===== src/common/cpu_defines.svh =====
`ifndef CPU_DEFINES_SVH
`define CPU_DEFINES_SVH

// first fetch address out of reset
`define CPU_RESET_PC        32'h1c000000
`define CPU_NUM_REGS        32

// instruction word fields
`define CPU_RD_FIELD        4:0
`define CPU_RJ_FIELD        9:5
`define CPU_RK_FIELD        14:10
`define CPU_SI12_FIELD      21:10
`define CPU_SI16_FIELD      25:10
`define CPU_SI20_FIELD      24:5
// high ten bits of si26 sit in the rj and rd slots
`define CPU_OFFS26_HI_FIELD 9:0

`endif


===== src/common/cpu_pkg.sv =====
`default_nettype none

package cpu_pkg;

    typedef logic [31:0] word_t;
    typedef logic [4:0]  reg_addr_t;
    typedef logic [11:0] alu_op_t;

    // bit positions inside alu_op_t
    localparam int ALU_ADD  = 0;
    localparam int ALU_SUB  = 1;
    localparam int ALU_SLT  = 2;
    localparam int ALU_SLTU = 3;
    localparam int ALU_AND  = 4;
    localparam int ALU_NOR  = 5;
    localparam int ALU_OR   = 6;
    localparam int ALU_XOR  = 7;
    localparam int ALU_SLL  = 8;
    localparam int ALU_SRL  = 9;
    localparam int ALU_SRA  = 10;
    localparam int ALU_LUI  = 11;

    typedef enum logic [2:0] {
        IF,
        ID,
        EXE,
        MEM,
        WB
    } ctrl_state_t;

    typedef struct packed {
        alu_op_t   alu_op;
        logic      src1_is_pc;
        logic      src2_is_imm;
        logic      res_from_mem;
        logic      gr_we;
        logic      mem_we;
        logic      is_beq;
        logic      is_bne;
        logic      is_jirl;
        logic      is_b_or_bl;
        logic      needs_exe;   // false only for b, beq, bne and unknown words
        logic      needs_mem;
        reg_addr_t dest;
        reg_addr_t raddr2;
        word_t     imm;
        word_t     br_offs;
    } decode_t;

endpackage

`default_nettype wire


===== src/verilog/inst_decoder.sv =====
`timescale 1ns/100ps
`default_nettype none

`include "cpu_defines.svh"

module inst_decoder (
    input  cpu_pkg::word_t   inst,
    output cpu_pkg::decode_t dec
);
    import cpu_pkg::*;

    logic [5:0]  op_31_26;
    logic [3:0]  op_25_22;
    logic [1:0]  op_21_20;
    logic [4:0]  op_19_15;
    logic [11:0] i12;
    logic [15:0] i16;
    logic [19:0] i20;
    logic [25:0] i26;
    logic        is_3r;
    logic        is_shift;
    logic        inst_add_w, inst_sub_w, inst_slt, inst_sltu;
    logic        inst_nor, inst_and, inst_or, inst_xor;
    logic        inst_slli_w, inst_srli_w, inst_srai_w, inst_addi_w;
    logic        inst_ld_w, inst_st_w, inst_jirl, inst_b;
    logic        inst_bl, inst_beq, inst_bne, inst_lu12i_w;
    logic        src2_is_4;

    assign op_31_26 = inst[31:26];
    assign op_25_22 = inst[25:22];
    assign op_21_20 = inst[21:20];
    assign op_19_15 = inst[19:15];

    assign i12 = inst[`CPU_SI12_FIELD];
    assign i16 = inst[`CPU_SI16_FIELD];
    assign i20 = inst[`CPU_SI20_FIELD];
    assign i26 = {inst[`CPU_OFFS26_HI_FIELD], inst[`CPU_SI16_FIELD]};

    // three-register and shift-by-immediate groups
    assign is_3r    = (op_31_26 == 6'h00) && (op_25_22 == 4'h0) && (op_21_20 == 2'h1);
    assign is_shift = (op_31_26 == 6'h00) && (op_25_22 == 4'h1) && (op_21_20 == 2'h0);

    assign inst_add_w   = is_3r && (op_19_15 == 5'h00);
    assign inst_sub_w   = is_3r && (op_19_15 == 5'h02);
    assign inst_slt     = is_3r && (op_19_15 == 5'h04);
    assign inst_sltu    = is_3r && (op_19_15 == 5'h05);
    assign inst_nor     = is_3r && (op_19_15 == 5'h08);
    assign inst_and     = is_3r && (op_19_15 == 5'h09);
    assign inst_or      = is_3r && (op_19_15 == 5'h0a);
    assign inst_xor     = is_3r && (op_19_15 == 5'h0b);
    assign inst_slli_w  = is_shift && (op_19_15 == 5'h01);
    assign inst_srli_w  = is_shift && (op_19_15 == 5'h09);
    assign inst_srai_w  = is_shift && (op_19_15 == 5'h11);
    assign inst_addi_w  = (op_31_26 == 6'h00) && (op_25_22 == 4'ha);
    assign inst_ld_w    = (op_31_26 == 6'h0a) && (op_25_22 == 4'h2);
    assign inst_st_w    = (op_31_26 == 6'h0a) && (op_25_22 == 4'h6);
    assign inst_jirl    = (op_31_26 == 6'h13);
    assign inst_b       = (op_31_26 == 6'h14);
    assign inst_bl      = (op_31_26 == 6'h15);
    assign inst_beq     = (op_31_26 == 6'h16);
    assign inst_bne     = (op_31_26 == 6'h17);
    assign inst_lu12i_w = (op_31_26 == 6'h05) && !inst[25];

    // link value pc+4 goes through the adder
    assign src2_is_4 = inst_jirl | inst_bl;

    always_comb begin
        dec.alu_op           = '0;
        dec.alu_op[ALU_ADD]  = inst_add_w | inst_addi_w | inst_ld_w | inst_st_w
                             | inst_jirl | inst_bl;
        dec.alu_op[ALU_SUB]  = inst_sub_w;
        dec.alu_op[ALU_SLT]  = inst_slt;
        dec.alu_op[ALU_SLTU] = inst_sltu;
        dec.alu_op[ALU_AND]  = inst_and;
        dec.alu_op[ALU_NOR]  = inst_nor;
        dec.alu_op[ALU_OR]   = inst_or;
        dec.alu_op[ALU_XOR]  = inst_xor;
        dec.alu_op[ALU_SLL]  = inst_slli_w;
        dec.alu_op[ALU_SRL]  = inst_srli_w;
        dec.alu_op[ALU_SRA]  = inst_srai_w;
        dec.alu_op[ALU_LUI]  = inst_lu12i_w;

        dec.src1_is_pc   = inst_jirl | inst_bl;
        dec.src2_is_imm  = inst_slli_w | inst_srli_w | inst_srai_w | inst_addi_w
                         | inst_ld_w | inst_st_w | inst_lu12i_w | src2_is_4;
        dec.res_from_mem = inst_ld_w;
        dec.gr_we        = inst_add_w | inst_sub_w | inst_slt | inst_sltu
                         | inst_nor | inst_and | inst_or | inst_xor
                         | inst_slli_w | inst_srli_w | inst_srai_w | inst_addi_w
                         | inst_lu12i_w | inst_ld_w | inst_jirl | inst_bl;
        dec.mem_we       = inst_st_w;
        dec.is_beq       = inst_beq;
        dec.is_bne       = inst_bne;
        dec.is_jirl      = inst_jirl;
        dec.is_b_or_bl   = inst_b | inst_bl;
        // unknown words fall out here and behave like an untaken branch
        dec.needs_exe    = dec.gr_we | inst_st_w;
        dec.needs_mem    = inst_ld_w | inst_st_w;

        dec.dest   = inst_bl ? 5'd1 : inst[`CPU_RD_FIELD];
        dec.raddr2 = (inst_beq | inst_bne | inst_st_w) ? inst[`CPU_RD_FIELD]
                                                        : inst[`CPU_RK_FIELD];

        if (src2_is_4) begin
            dec.imm = 32'h4;
        end else if (inst_lu12i_w) begin
            dec.imm = {i20, 12'b0};
        end else begin
            dec.imm = {{20{i12[11]}}, i12};
        end

        dec.br_offs = (inst_b | inst_bl) ? {{4{i26[25]}}, i26, 2'b0}
                                         : {{14{i16[15]}}, i16, 2'b0};
    end

endmodule

`default_nettype wire


===== src/verilog/regfile.sv =====
`timescale 1ns/100ps
`default_nettype none

`include "cpu_defines.svh"

module regfile (
    input  logic               clk,
    input  cpu_pkg::reg_addr_t raddr1,
    input  cpu_pkg::reg_addr_t raddr2,
    output cpu_pkg::word_t     rdata1,
    output cpu_pkg::word_t     rdata2,
    input  logic               we,
    input  cpu_pkg::reg_addr_t waddr,
    input  cpu_pkg::word_t     wdata
);
    import cpu_pkg::*;

    word_t rf [`CPU_NUM_REGS];

    always_ff @(posedge clk) begin
        if (we && (waddr != 5'd0)) begin
            rf[waddr] <= wdata;
        end
    end

    // r0 reads as zero and its storage is never written
    assign rdata1 = (raddr1 == 5'd0) ? '0 : rf[raddr1];
    assign rdata2 = (raddr2 == 5'd0) ? '0 : rf[raddr2];

endmodule

`default_nettype wire


===== src/verilog/alu.sv =====
`timescale 1ns/100ps
`default_nettype none

module alu (
    input  cpu_pkg::alu_op_t alu_op,
    input  cpu_pkg::word_t   alu_src1,
    input  cpu_pkg::word_t   alu_src2,
    output cpu_pkg::word_t   alu_result
);
    import cpu_pkg::*;

    word_t      add_result;
    word_t      sub_result;
    word_t      slt_result;
    word_t      sltu_result;
    word_t      sll_result;
    word_t      srl_result;
    word_t      sra_result;
    logic [4:0] shamt;

    assign shamt = alu_src2[4:0];

    assign add_result  = alu_src1 + alu_src2;
    assign sub_result  = alu_src1 - alu_src2;
    assign slt_result  = {31'b0, $signed(alu_src1) < $signed(alu_src2)};
    assign sltu_result = {31'b0, alu_src1 < alu_src2};
    assign sll_result  = alu_src1 << shamt;
    assign srl_result  = alu_src1 >> shamt;
    assign sra_result  = word_t'($signed(alu_src1) >>> shamt);

    // one-hot and-or mux
    assign alu_result = ({32{alu_op[ALU_ADD]}}  & add_result)
                      | ({32{alu_op[ALU_SUB]}}  & sub_result)
                      | ({32{alu_op[ALU_SLT]}}  & slt_result)
                      | ({32{alu_op[ALU_SLTU]}} & sltu_result)
                      | ({32{alu_op[ALU_AND]}}  & (alu_src1 & alu_src2))
                      | ({32{alu_op[ALU_NOR]}}  & ~(alu_src1 | alu_src2))
                      | ({32{alu_op[ALU_OR]}}   & (alu_src1 | alu_src2))
                      | ({32{alu_op[ALU_XOR]}}  & (alu_src1 ^ alu_src2))
                      | ({32{alu_op[ALU_SLL]}}  & sll_result)
                      | ({32{alu_op[ALU_SRL]}}  & srl_result)
                      | ({32{alu_op[ALU_SRA]}}  & sra_result)
                      | ({32{alu_op[ALU_LUI]}}  & alu_src2);

endmodule

`default_nettype wire


===== src/verilog/multicycle_ctrl.sv =====
`timescale 1ns/100ps
`default_nettype none

module multicycle_ctrl (
    input  logic                 clk,
    input  logic                 reset,
    input  logic                 needs_exe,
    input  logic                 needs_mem,
    input  logic                 res_from_mem,
    output cpu_pkg::ctrl_state_t state
);
    import cpu_pkg::*;

    ctrl_state_t state_next;
    logic        mem_pending;

    always_ff @(posedge clk) begin
        if (reset) begin
            state       <= IF;
            mem_pending <= 1'b0;
        end else begin
            state <= state_next;
            // class bits are only valid while the word is decoded
            if (state == ID) begin
                mem_pending <= needs_mem;
            end
        end
    end

    always_comb begin
        state_next = IF;
        case (state)
            IF: begin
                state_next = ID;
            end
            ID: begin
                state_next = needs_exe ? EXE : IF;
            end
            EXE: begin
                state_next = mem_pending ? MEM : WB;
            end
            MEM: begin
                // stores finish here while loads still write back
                state_next = res_from_mem ? WB : IF;
            end
            WB: begin
                state_next = IF;
            end
            default: begin
                state_next = IF;
            end
        endcase
    end

endmodule

`default_nettype wire


===== src/verilog/mycpu_top.sv =====
`timescale 1ns/100ps
`default_nettype none

`include "cpu_defines.svh"

module mycpu_top (
    input  logic               clk,
    input  logic               reset,
    output logic               inst_sram_we,
    output cpu_pkg::word_t     inst_sram_addr,
    output cpu_pkg::word_t     inst_sram_wdata,
    input  cpu_pkg::word_t     inst_sram_rdata,
    output logic               data_sram_we,
    output cpu_pkg::word_t     data_sram_addr,
    output cpu_pkg::word_t     data_sram_wdata,
    input  cpu_pkg::word_t     data_sram_rdata,
    output cpu_pkg::word_t     debug_wb_pc,
    output logic [3:0]         debug_wb_rf_we,
    output cpu_pkg::reg_addr_t debug_wb_rf_wnum,
    output cpu_pkg::word_t     debug_wb_rf_wdata
);
    import cpu_pkg::*;

    ctrl_state_t state;
    word_t       pc;
    word_t       inst_q;
    decode_t     dec;
    decode_t     dec_q;
    reg_addr_t   rf_raddr1;
    word_t       rj_value;
    word_t       rkd_value;
    word_t       rkd_q;
    word_t       src1_q;
    word_t       src2_q;
    word_t       alu_result;
    word_t       alu_result_q;
    word_t       load_data_q;
    word_t       final_result;
    logic        rj_eq_rd;
    logic        br_taken;
    word_t       br_target;
    word_t       next_pc;
    word_t       next_pc_q;
    logic        rf_we;
    logic        inst_done;

    inst_decoder u_decoder (
        .inst (inst_q),
        .dec  (dec)
    );

    multicycle_ctrl u_ctrl (
        .clk          (clk),
        .reset        (reset),
        .needs_exe    (dec.needs_exe),
        .needs_mem    (dec.needs_mem),
        .res_from_mem (dec_q.res_from_mem),
        .state        (state)
    );

    assign rf_raddr1 = inst_q[`CPU_RJ_FIELD];

    regfile u_regfile (
        .clk    (clk),
        .raddr1 (rf_raddr1),
        .raddr2 (dec.raddr2),
        .rdata1 (rj_value),
        .rdata2 (rkd_value),
        .we     (rf_we),
        .waddr  (dec_q.dest),
        .wdata  (final_result)
    );

    alu u_alu (
        .alu_op     (dec_q.alu_op),
        .alu_src1   (src1_q),
        .alu_src2   (src2_q),
        .alu_result (alu_result)
    );

    // branch resolution during ID
    assign rj_eq_rd  = (rj_value == rkd_value);
    assign br_taken  = (dec.is_beq && rj_eq_rd) || (dec.is_bne && !rj_eq_rd)
                     || dec.is_jirl || dec.is_b_or_bl;
    assign br_target = dec.is_jirl ? (rj_value + dec.br_offs) : (pc + dec.br_offs);
    assign next_pc   = br_taken ? br_target : (pc + 32'd4);

    // last cycle of the current instruction
    assign inst_done = ((state == ID) && !dec.needs_exe)
                     || ((state == MEM) && !dec_q.res_from_mem)
                     || (state == WB);

    always_ff @(posedge clk) begin
        if (reset) begin
            pc <= `CPU_RESET_PC;
        end else if (inst_done) begin
            pc <= (state == ID) ? next_pc : next_pc_q;
        end
    end

    always_ff @(posedge clk) begin
        if (state == IF) begin
            inst_q <= inst_sram_rdata;
        end
        if (state == ID) begin
            dec_q     <= dec;
            rkd_q     <= rkd_value;
            src1_q    <= dec.src1_is_pc ? pc : rj_value;
            src2_q    <= dec.src2_is_imm ? dec.imm : rkd_value;
            next_pc_q <= next_pc;
        end
        if (state == EXE) begin
            alu_result_q <= alu_result;
        end
        if (state == MEM) begin
            load_data_q <= data_sram_rdata;
        end
    end

    assign final_result = dec_q.res_from_mem ? load_data_q : alu_result_q;
    assign rf_we        = (state == WB) && dec_q.gr_we;

    assign inst_sram_we    = 1'b0;
    assign inst_sram_addr  = pc;
    assign inst_sram_wdata = '0;

    assign data_sram_we    = (state == MEM) && dec_q.mem_we;
    assign data_sram_addr  = alu_result_q;
    assign data_sram_wdata = rkd_q;

    assign debug_wb_pc       = pc;
    assign debug_wb_rf_we    = {4{rf_we}};
    assign debug_wb_rf_wnum  = dec_q.dest;
    assign debug_wb_rf_wdata = final_result;

endmodule

`default_nettype wire


===== config.mk =====
export PLATFORM = sky130hd
export DESIGN_NAME = mycpu_top
export DESIGN_NICKNAME = d
export VERILOG_FILES = /design/src/common/cpu_pkg.sv /design/src/verilog/inst_decoder.sv /design/src/verilog/regfile.sv /design/src/verilog/alu.sv /design/src/verilog/multicycle_ctrl.sv /design/src/verilog/mycpu_top.sv
export VERILOG_INCLUDE_DIRS = /design/src /design/src/common
export SDC_FILE = /design/constraint.sdc
export NUM_CORES = 2
export LEC_CHECK = 0
export BUFFER_PORTS_ARGS = -buffer_cell sky130_fd_sc_hd__buf_2
export CORE_ASPECT_RATIO = 1.5
export CORE_MARGIN = 2
export CORE_UTILIZATION = 60
export CTS_CLUSTER_SIZE = 14
export DETAILED_ROUTE_END_ITERATION = 8
export PLACE_DENSITY_LB_ADDON = 0.25
export SLEW_MARGIN = 20
export SYNTH_ARGS = -nofsm -noshare
export SYNTH_HDL_FRONTEND = slang
export SYNTH_HIERARCHICAL = 1
export SYNTH_SLANG_ARGS = --single-unit

===== constraint.sdc =====
create_clock -name clk -period 11.5 [get_ports clk]
set_input_delay 1.15 -clock clk [delete_from_list [all_inputs] [get_ports clk]]
set_output_delay 1.15 -clock clk [all_outputs]
set_load 0.01 [all_outputs]

==> out/metrics.cfg <==
[outcome]
status = finished clean

[clock_network]
cts_tree = built
ctsResizeCount = 0
clk_latency_ns = 0.78
clk_pin_slew_worst_paths_ns = 0.06
clock_tree.buffer_depth = 3
clockRootBuffer = clkbuf_16
clock_sinks = 1304
cts_made_buffers = 118
htreeDepth = 3
ctsHoldBuffers = 0
cts_setup_buffers = 0

[floorplan]
die_x_um = 286.5
die_h_um = 427.8
coreArea_sq_mm = 0.1189
rows = 155
num_io_pins = 269
die_area_sq_mm = 0.1226
initial_core_util = 0.6042

[final_layout]
fin_area_sq_mm = 0.07818
fin_util = 0.6576
multi_input_area_sq_mm = 0.03089
n_fill_cell = 8462
largest_reg_flops = 1024
largest-register = u_regfile/rf
regArea_sq_mm = 0.03848
syn_to_final_growth_pct = 8.834
drive_above_1_share = 0.2359
num-nets-final = 5439

[sta]
final-hold-violation-count = 0
maxSlewHeadroom = 0.1516
worstMarginPinSlew_ns = 1.273
setup_viol = 0
maxSlewViolCount = 0
rsz0062_at_grt = false
finalWorstSetupSlack_ns = 3.071
fin_crit_sh = 0.7330
fin_skew_ns = 0.03918
finalSetupTns_ns = 0
fin_crit_ns = 8.429
max_freq_mhz = 118.6

[routing]
dr.pass1.iters = 7
vias = 52220
viasPerCell = 7.551
drt_wl_total_um = 266000
drc = 0
wl_per_cell_um = 38.46
antenna_left = 0
drt_iter0_markers = 7981

[yosys]
synth-edff-count = 1236
yosysMostFrequentCell = edfxtp_1
synthTopCellsByCount = edfxtp_1, mux2i_1, mux4_2
synth_flop_cell = edfxtp_1
ys_warn_count = 6
yosys-top-cells-area = edfxtp_1, mux4_2, mux2i_1
ys_async_sr_fraction = 0
netlist_instances = 5144
yosysTopAreaCellShare = 0.5167
ys_ff_latch = 1304
yosys.area.top_type = edfxtp_1
syn-mean-instance-area_sq_um = 13.96
syn_area_sq_mm = 0.07183
ys_seq_area_frac = 0.5356
synth.distinct_cells = 107

[min_path]
hold_class = flip-flop to flip-flop

[global_routing]
overflow = 0
track_usage = 0.4292
grt_pass1_vias = 49980
grt_max_degree = 105
antenna_found_initial = 12
grt_pass1_wl_um = 367800

[critical_path]
critPathLaunchType = flip-flop
crit_required_ns = 12.19
timing_worst_setup_path_type = flip-flop to flip-flop
arrival_ns = 9.12
cp_max_fo = 41
critPathCaptureType = flip-flop

[power]
cellLeakagePower_nw = 27.55
power.density_mw_per_mm2 = 153.3
power_mw = 11.98
ir_drop_mv = 0.1323

[placement]
hpwl_um = 171200
port_buffers = 235
place_worst_setup_slack_ns = 3.347
placed_cell_area_sq_mm = 0.07433
place_congestion = 1.061

[flow_run]
drv_cap = 0

## layout by cell type (no fill, tap or decap), drive strengths merged, types with 19 or more instances in the layout
cell,instances
a22oi,72
and2,26
clkbuf,149
conb,67
a21o,56
a222oi,27
o221ai,74
o21ai,167
nor2b,55
xnor2,44
buf,408
nor4,20
a211oi,98
nand2,308
edfxtp,1236
dfxtp,68
o22ai,23
clkinv,44
nor3,49
inv,121
mux2,215
o21bai,19
nor2,231
a311oi,47
xor2,67
nand2b,19
ha,129
o2111ai,20
mux4,384
o31ai,21
a21oi,190
and3,22
nand4,60
o211ai,29
nand3,60
a221oi,81
mux2i,414
## power by group
part	switching (mW)	internal, mW
clock	1.80	2.19
combinational	1.66	0.906
sequential	0.143	5.28
## worst paths after layout
check                        startpoint                           end  slack, ns  cells after the start
setup / recovery   inst_q[30]$_DFFE_PN_  debug_wb_pc[21]$_SDFFE_PP0P_       3.07                     20
setup reg to reg   inst_q[30]$_DFFE_PN_  debug_wb_pc[21]$_SDFFE_PP0P_       3.07                     20
hold reg to reg   next_pc_q[26]$_DFF_P_         next_pc_q[26]$_DFF_P_       0.44                      2
hold / removal    next_pc_q[26]$_DFF_P_         next_pc_q[26]$_DFF_P_       0.44                      2
## layout make-up
class / instances / share of cell area
Sequential cell: 1304 / 0.4922
Multi-Input combinational cell: 3289 / 0.3951
Clock buffer: 149 / 0.03993
Timing Repair Buffer: 408 / 0.03266
Tap cell: 1570 / 0.02513
Clock inverter: 63 / 0.008738
Inverter: 120 / 0.005841
Antenna cell: 13 / 0.0004161
## logic make-up after synthesis
logic type	Yosys count	share of synthesized area
muxes	1013	0.2148
buffers and inverters	615	0.04457
and+or+nand+nor	921	0.06185
DFF	1304	0.5356
adders and majority gates	132	0.02331
other	3	0.0001568
xor gates and xnor gates	111	0.01353
AOI/OAI and AO/OA	1045	0.1061
## layer usage
| layer | wire length, um | track usage | part of all wire |
|---|---|---|---|
| met5 | 98 | 0 | 0.00037 |
| met4 | 27300 | 0.3561 | 0.10 |
| met3 | 30140 | 0.1086 | 0.11 |
| met2 | 124300 | 0.6861 | 0.47 |
| met1 | 84150 | 0.4878 | 0.32 |
## worst max-delay path, cell delays in order (launching register included)
cell,delay (ns)
edfxtp_1,0.52
nor4_1,0.75
nand4_1,0.22
nand2_1,0.44
mux2_8,0.56
buf_4,0.40
or3_2,0.63
buf_4,0.30
buf_4,0.32
o221ai_1,0.28
a221oi_2,0.07
a211oi_1,0.74
xor2_1,0.44
nor4_1,0.36
nand4_1,0.30
o311ai_4,0.35
buf_4,0.49
inv_1,0.33
o31ai_1,0.38
o211ai_1,0.14
a21oi_1,0.14
## metrics by stage
step | hold slack, ns | cells
3_3_place_gp | 0.4205 | 6690
5_1_grt | 0.4643 | 6904
2_1_floorplan | 0.4100 | 5208
4_1_cts | 0.4442 | 6903
6_report | 0.4414 | 6916
3_5_place_dp | 0.4280 | 6691
Power figures use the tool's default switching activity.
